--- src/logic/weiDist_macros.svh ---
/*
 * Sizes and widths of the weight distributor.
 * Included by the package and by every RTL file that sizes arrays or loops.
 */
`ifndef WEI_DIST_MACROS_SVH
`define WEI_DIST_MACROS_SVH

// ==================================================================
// Array geometry
// ==================================================================
`define WEI_DATA_WIDTH      8
`define WEI_BLOCK_DEPTH     4
`define WEI_KERNEL_SIZE     9
`define WEI_PORT_BYTES      4

// Buffer address widths
`define WEI_FLAG_ADDR_WIDTH 8
`define WEI_ADDR_WIDTH      10

// Max total (36) plus one read, rounded up
`define WEI_QUEUE_BYTES     40

// Derived widths
`define WEI_FLAG_WIDTH      (`WEI_KERNEL_SIZE * `WEI_BLOCK_DEPTH)
`define WEI_PORT_WIDTH      (`WEI_DATA_WIDTH * `WEI_PORT_BYTES)
`define WEI_BLOCK_WIDTH     (`WEI_DATA_WIDTH * `WEI_FLAG_WIDTH)
`define WEI_COUNT_WIDTH     3
`define WEI_OFFSET_WIDTH    6

`endif

--- src/logic/weiPkg.sv ---
/*
 * Shared types of the weight distributor.
 * Referenced with scoped names from the RTL and the testbench.
 */
`include "weiDist_macros.svh"

package weiPkg;

    // ==================================================================
    // Data widths
    // ==================================================================
    // One weight
    typedef logic [`WEI_DATA_WIDTH-1:0]      weiByteT;
    // One weight buffer read, byte 0 in the low lane
    typedef logic [`WEI_PORT_WIDTH-1:0]      portWordT;
    // Bit index is position * block depth + channel
    typedef logic [`WEI_FLAG_WIDTH-1:0]      flagWordT;
    // Nonzero count of one kernel position, 0..4
    typedef logic [`WEI_COUNT_WIDTH-1:0]     countT;
    // Byte offset or total, 0..36 (also used for queue fill)
    typedef logic [`WEI_OFFSET_WIDTH-1:0]    offsetT;
    // All slots, slot i in bytes 4i..4i+3
    typedef logic [`WEI_BLOCK_WIDTH-1:0]     weiBlockT;

    // Buffer addresses
    typedef logic [`WEI_FLAG_ADDR_WIDTH-1:0] flagAddrT;
    typedef logic [`WEI_ADDR_WIDTH-1:0]      weiAddrT;

    // ==================================================================
    // Gather FSM
    // ==================================================================
    typedef enum logic [1:0] {
        gsIdle,
        gsWaitFlag,
        gsRead,
        gsDrain
    } gatherStateT;

endpackage

--- src/logic/flagInfoIf.sv ---
/*
 * One decoded flag word, from the flag stage to the gather and align stages.
 * Values hold until the next flagValid pulse.
 */
`timescale 1ns/1ps
`include "weiDist_macros.svh"

interface flagInfoIf;

    // One-cycle pulse, new word below
    logic flagValid;
    weiPkg::flagWordT flags;
    // Per-position nonzero counts
    weiPkg::countT [`WEI_KERNEL_SIZE-1:0] counts;
    // Exclusive prefix sums of counts
    weiPkg::offsetT [`WEI_KERNEL_SIZE-1:0] offsets;
    // Bytes needed by the whole word
    weiPkg::offsetT total;

    // Flag stage drives everything
    modport src (output flagValid, flags, counts, offsets, total);

    // Gather only needs the byte budget
    modport gather (input flagValid, total);

    // Align slices the window per position
    modport align (input flags, counts, offsets);

endinterface

--- src/logic/flagFetch.sv ---
/*
 * Input side. Reads one flag word per accepted fetch, counts the nonzero
 * weights per kernel position and publishes counts, offsets and total.
 */
`timescale 1ns/1ps
`include "weiDist_macros.svh"

module flagFetch (
    input  logic             clk,
    input  logic             rst_n,
    input  logic             fetchAccept,
    input  logic             frameDone,
    output logic             flagRdEn,
    output weiPkg::flagAddrT flagRdAddr,
    input  weiPkg::flagWordT flagRdData,
    flagInfoIf.src           info
);

    localparam int KernelSize = `WEI_KERNEL_SIZE;
    localparam int BlockDepth = `WEI_BLOCK_DEPTH;

    // Read issued last cycle, data on the bus now
    logic rdPending;

    weiPkg::countT  [KernelSize-1:0] cntNext;
    weiPkg::offsetT [KernelSize-1:0] offNext;
    weiPkg::offsetT                  totNext;

    // ==================================================================
    // Flag buffer addressing
    // ==================================================================
    // Same cycle as the accepted fetch
    assign flagRdEn = fetchAccept;

    always_ff @(posedge clk or negedge rst_n) begin
        if (!rst_n) begin
            flagRdAddr <= '0;
        end else if (frameDone) begin
            flagRdAddr <= '0;
        end else if (flagRdEn) begin
            flagRdAddr <= flagRdAddr + 1'b1;
        end
    end

    // Two-stage valid, pulse lands two cycles after fetch
    always_ff @(posedge clk or negedge rst_n) begin
        if (!rst_n) begin
            rdPending      <= 1'b0;
            info.flagValid <= 1'b0;
        end else if (frameDone) begin
            rdPending      <= 1'b0;
            info.flagValid <= 1'b0;
        end else begin
            rdPending      <= flagRdEn;
            info.flagValid <= rdPending;
        end
    end

    // ==================================================================
    // Popcount and prefix offsets on the returned word
    // ==================================================================
    always_comb begin
        weiPkg::offsetT acc;
        acc = '0;
        for (int p = 0; p < KernelSize; p++) begin
            cntNext[p] = '0;
            for (int c = 0; c < BlockDepth; c++) begin
                cntNext[p] = cntNext[p] + weiPkg::countT'(flagRdData[p*BlockDepth + c]);
            end
            // Exclusive, position 0 starts at byte 0
            offNext[p] = acc;
            acc        = acc + weiPkg::offsetT'(cntNext[p]);
        end
        totNext = acc;
    end

    // Payload registers, captured with the valid pulse
    always_ff @(posedge clk) begin
        if (rdPending) begin
            info.flags   <= flagRdData;
            info.counts  <= cntNext;
            info.offsets <= offNext;
            info.total   <= totNext;
        end
    end

endmodule

--- src/flat_wrapper.sv ---
// flat-port wrapper written by rule: the top's interface ports become plain ports
module flagFetch_flat 
  (clk, rst_n, fetchAccept, frameDone, flagRdEn, flagRdAddr, flagRdData, info_flagValid, info_flags, info_counts, info_offsets, info_total);
  flagInfoIf info_i ();
  input  logic clk;
  input  logic rst_n;
  input  logic fetchAccept;
  input  logic frameDone;
  output logic flagRdEn;
  output weiPkg::flagAddrT flagRdAddr;
  input  weiPkg::flagWordT flagRdData;
  output wire logic [$bits(info_i.flagValid)-1:0] info_flagValid;
  output wire logic [$bits(info_i.flags)-1:0] info_flags;
  output wire logic [$bits(info_i.counts)-1:0] info_counts;
  output wire logic [$bits(info_i.offsets)-1:0] info_offsets;
  output wire logic [$bits(info_i.total)-1:0] info_total;
  assign info_flagValid = info_i.flagValid;
  assign info_flags = info_i.flags;
  assign info_counts = info_i.counts;
  assign info_offsets = info_i.offsets;
  assign info_total = info_i.total;
  flagFetch u_core (.clk(clk), .rst_n(rst_n), .fetchAccept(fetchAccept), .frameDone(frameDone), .flagRdEn(flagRdEn), .flagRdAddr(flagRdAddr), .flagRdData(flagRdData), .info(info_i));
endmodule
--- config.mk ---
export PLATFORM = sky130hd
export DESIGN_NAME = flagFetch_flat
export DESIGN_NICKNAME = d
export VERILOG_FILES = /design/src/logic/weiPkg.sv /design/src/logic/flagInfoIf.sv /design/src/logic/flagFetch.sv /design/src/flat_wrapper.sv
export VERILOG_INCLUDE_DIRS = /design/src /design/src/logic
export SDC_FILE = /design/constraint.sdc
export NUM_CORES = 1
export LEC_CHECK = 0
export BUFFER_PORTS_ARGS = -buffer_cell sky130_fd_sc_hd__buf_2
export CAP_MARGIN = 30
export CORE_MARGIN = 2
export CORE_UTILIZATION = 50
export CTS_CLUSTER_SIZE = 24
export DETAILED_ROUTE_END_ITERATION = 7
export PLACE_DENSITY_LB_ADDON = 0.2
export SLEW_MARGIN = 40
export SYNTH_ARGS = -nofsm -noshare
export SYNTH_HDL_FRONTEND = slang
export SYNTH_SLANG_ARGS = --single-unit
--- constraint.sdc ---
create_clock -name clk -period 5.3 [get_ports clk]
set_clock_uncertainty 0.2 [all_clocks]
set_input_delay 0.265 -clock clk [delete_from_list [all_inputs] [get_ports clk]]
set_output_delay 0.265 -clock clk [all_outputs]
set_load 0.01 [all_outputs]
# Yosys cells after proc, flatten, opt, wreduce, memory -nomap -nowiden
# Index checks and enable logic that the tools add are counted.
dict set report classes {
  add_sub_neg 36
  mul 0
  n_div 0
  order_cmp 0
  eq_ne 0
  n_shift 0
  n_mux 4
  bitwise 0
  reduce_logical 1
}
# cell n
set ops {}
lappend ops {{3-bit by 1-bit adder with 3-bit output} 18}
lappend ops {{6-bit by 3-bit adder with 6-bit output} 7}
lappend ops {{1-bit by 1-bit adder with 2-bit output} 9}
lappend ops {{8-bit 2-to-1 mux} 2}
lappend ops {{8-bit by 1-bit adder with 8-bit output (second input constant)} 1}
lappend ops {{3-bit by 3-bit adder with 4-bit output} 1}
lappend ops {{1-bit 2-to-1 mux} 2}
lappend ops {{2-bit nonzero test} 1}
dict set report totals {
  register_bits 121
  latchBits 0
  mem_bits_rw 0
  romBits 0
  output_inout_bits 133
  elab_cells 62
  mem_count 0
}

# Logic depth before layout (Yosys ltp)
dict set report logic_depth {
  word_depth 11
  ltp_mapped 27
  ltp_nobuf 27
}

# Worst setup path after synthesis
# No wires, ideal clock.
dict set report synth_path {
  kind {input to register}
  from {input flagRdData[0]}
  to {register u_core.info.total[5] (data pin)}
  t_arrival_ps 6096
  required_ps 4838
  setup_slack_ps -1258
  stages 19
  path_cell_list {ha_1 -> fa_1 -> ha_1 -> inv_1 -> fa_1 -> fa_1 -> fa_1 -> fa_1 -> fa_1 -> fa_1 -> fa_1 -> inv_1 -> ha_1 -> a21o_1 -> a21oi_1 -> o21ai_0 -> o2bb2ai_1 -> mux2i_1 -> xnor2_1}
}
# item line_no
set synth_rtl {}
lappend synth_rtl {{start: declaration} flat_wrapper.sv:11} ;# input weiPkg::flagWordT flagRdData;
lappend synth_rtl {{end signal: assignment} flagFetch.sv:83} ;# info.total <= totNext;
lappend synth_rtl {{end: declaration} flagInfoIf.sv:21} ;# modport src (output flagValid, flags, counts, offsets, total);

==> flow_summary_export.csv <==
group,metric,value,unit
timing,post-route-min-period,6180,ps
finish,multiInputGateArea,0.00207,sq mm
timing,hold_violations,0,
setup_path,r2r_slack,3230,ps
routing,routed_wl,12300,microns
routing,antenna_left,0,
clocking,cts_buffer_depth,2,
setup_path,critPathMaxFanout,4,
global_routing,grt_pass1_vias,4075,
setup_path,r2r-end,"u_core.info.offsets[28]$_DFFE_PP_",
clocking,path_clk_slew,50,ps
timing,final_max_slew_viol_count,0,
synth,synth_top_area_share,57.0,%
finish,insertedDiodeCount,0,
synth,netlist_instances,379,
run_status,violations,"negative setup slack",
synth,ys_seq_elements,118,
clocking,numCtsBuffers,17,
clocking,h-tree-depth,4,
timing,finalSetupViolations,12,
synth,synth.distinct_cells,48,
die,initial_utilization,51.8,%
setup_path,path_class,"in2reg",
die,rows,38,
routing,drt-initial-drc-count,209,
synth,synth_compound_area_share,5.46,%
die,die_w,111,microns
global_routing,grt_pass1_wl,20000,microns
worst_hold_path,hp-class,"in2async",
die,core-area,0.0110,sq mm
clocking,cts_tree,"built",
finish,regArea,0.00350,sq mm
timing,max_slew.worst_pin.slew,593,ps
synth,netlist_area,0.00569,sq mm
setup_path,rr_worst_depth,2,
routing,wire_per_inst,15.5,microns
global_routing,antenna_found_initial,0,
synth,synthFlopType,"edfxtp_1",
synth,synth_top_family_by_area,"adder cells",
synth,synthAdderAreaFrac,15.9,%
synth,synthXorXnorAreaFrac,6.16,%
timing,relSlewSlack,60.5,%
setup_path,arrival,6140,ps
global_routing,track_usage,21.0,%
routing,vias,3857,
synth,ys_seq_area_share,61.4,%
finish,layout.nets,742,
timing,max_freq,162,MHz
routing,dr.pass1.iters,4,
place,io_buffers,160,
die,die_y,111,microns
synth,synth_simple_gate_area_share,4.27,%
setup_path,worstPathRequired,5260,ps
setup_path,crit_chain,"buf_8 > ha_4 > fa_1 > ha_2 > inv_2 > fa_1 > fa_2 > fa_1 > fa_1 > fa_1 > fa_2 > fa_1 > inv_2 > ha_4 > a21o_1 > a21oi_2 > o21ai_1 > o2bb2ai_1 > mux2i_1 > xnor2_1",
run,maxCapViolations,0,
setup_path,r2r-start,"u_core.rdPending$_DFF_PN0_",
clocking,clock-root-buffer,"clkbuf_16",
setup_path,cp_common_cell,"fa_1",
die,die_area,0.0122,sq mm
place,gp_congestion,0.889,
clocking,clk_latency,410,ps
timing,rsz0062_at_grt,"yes",
synth,synth_area_leaders,"edfxtp_1, ha_1, fa_1",
synth,yosysWarnings,0,
setup_path,cpMaxStageDelayCell,"fa_2",
finish,syn_to_final_growth,42.8,%
setup_path,worstSetupStartpointType,"primary input",
die,ios,173,
finish,fillCellCount,745,
setup_path,endpoint_kind,"flip-flop",
setup_path,critical_path.top_delay_family,"adder cells",
run_status,status,"complete, but fails checks",
place,placed_cells,715,
global_routing,grt.overflow.total,0,
global_routing,grt_max_degree,67,
place,dp_slack,-1470,ps
synth,synthArstFlopShare,8.47,%
timing,setup_slack,-877,ps
synth,synth_mux_area_share,0.946,%
setup_path,slowest_delay,580,ps
routing,drc,0,
timing,timing.final.crit_share,117,%
finish,fin_cells,793,
synth,synth_top_area_cell,"edfxtp_1",
clocking,cts.sinks,118,
routing,vias_per_cell,4.86,
finish,drive_above_1_share,42.6,%
synth,syn_area_per_cell,15.0,sq um
place,hpwl,8340,microns
setup_path,path_buf_inv,3,
synth,synth_edf_count,108,
-- registers in the layout, indices dropped and copies added (netlist names) --
name	cells
u_core.info.counts	27
u_core.flagRdAddr	8
u_core.info.flags	36
u_core.info.total	6
u_core.rdPending	1
u_core.info.flagValid	1
u_core.info.offsets	39
-- metal layers --
layer | up-vias | routed length, microns | global-route usage [%]
li1 | 1849 | - | -
met1 | 1856 | 4960 | 25.0
met2 | 135 | 6250 | 35.3
met3 | 17 | 833 | 7.57
met4 | 0 | 212 | 7.50
met5 | - | 0 | 0
-- final cells by class --
class                      instances  area share, %
timing repair buffer             251           20.1
sequential                       118           43.1
multi-input combinational        205           25.5
clock inverter                     3          0.493
clock buffer                      29           6.41
tap                              140           2.16
inverter                          47           2.27
-- repair_timing --
| item | CTS | global route |
|---|---|---|
| setup buffers | 14 | 4 |
| endpoints found under the setup margin | 11 | 13 |
| hold buffers | 39 | 0 |
| pin swaps | 7 | 3 |
| resized for setup | 15 | 17 |
| endpoints found under the hold margin | 56 | 0 |
-- cells in the mapped netlist, drive strengths merged, types with 4 or more instances --
library cell,n
ha,45
inv,47
edfxtp,108
o211ai,4
a21oi,15
fa,17
o21ai,8
nand2,10
nor2b,6
xnor2,23
xor2,8
buf,17
mux2i,5
dfrtp,10
a21o,6
nor2,10
nand3,7
-- per-stage QoR --
step / TNS, ps / utilization, % / instance area (sq um) / hold WS (ps)
2_1_floorplan: -3770 / - / 5800 / -231
3_3_place_gp: -9270 / 63.5 / 6970 / -70.1
3_5_place_dp: -11240 / 63.5 / 6970 / -63.6
4_1_cts: -6030 / 73.5 / 8080 / 31.6
5_1_grt: -6780 / 73.9 / 8120 / 74.0
6_report: -4840 / 73.9 / 8120 / 55.9
-- placed cells by master (no fill, tap or decap), types with 3 or more instances in the layout --
cell type      count
buf_6              6
a21o_1             6
a211oi_1           3
clkbuf_1           7
clkbuf_8           5
ha_1              40
mux2i_1            4
nor2_1            10
dlygate4sd3_1     39
edfxtp_1         108
fa_2               4
clkbuf_16         17
nand4_1            3
nand3_1            7
xnor2_2           10
nor2b_1            5
buf_4             48
xor2_1             7
inv_2              5
dfrtp_1            9
fa_1              13
conb_1            12
a21oi_1           13
xnor2_4            3
inv_1             41
xnor2_1           10
ha_4               3
buf_2            156
o211ai_1           4
nand2_1           10
o21ai_0            5
-- worst max path at each step --
stage,slack [ps],endpoint,from,cells after the start
after floorplan,-940,u_core.info.total[5]$_DFFE_PP_,flagRdData[5],20
after global placement,-1260,u_core.info.total[5]$_DFFE_PP_,flagRdData[5],21
after detailed placement,-1470,u_core.info.total[5]$_DFFE_PP_,flagRdData[4],26
after CTS,-910,u_core.info.total[5]$_DFFE_PP_,flagRdData[5],22
after global routing,-1070,u_core.info.total[5]$_DFFE_PP_,flagRdData[0],25
final,-880,u_core.info.total[5]$_DFFE_PP_,flagRdData[0],20
-- worst register-to-register path, delay by kind of cell, from the launching register on --
family | cells | cell delay [ps]
DFF | 1 | 790
buffers and inverters | 2 | 740
-- kinds of logic after synthesis --
group | after synthesis
AND/OR/NAND/NOR | 47
AO/OA/AOI/OAI | 47
multiplexers | 5
flip-flops | 118
XOR/XNOR | 32
adder cells (fa/ha/maj) | 62
buffers and inverters | 67
other | 1
Power is not shown: default switching activity piles up to over one toggle a cycle in this logic, so the estimate is an artifact.
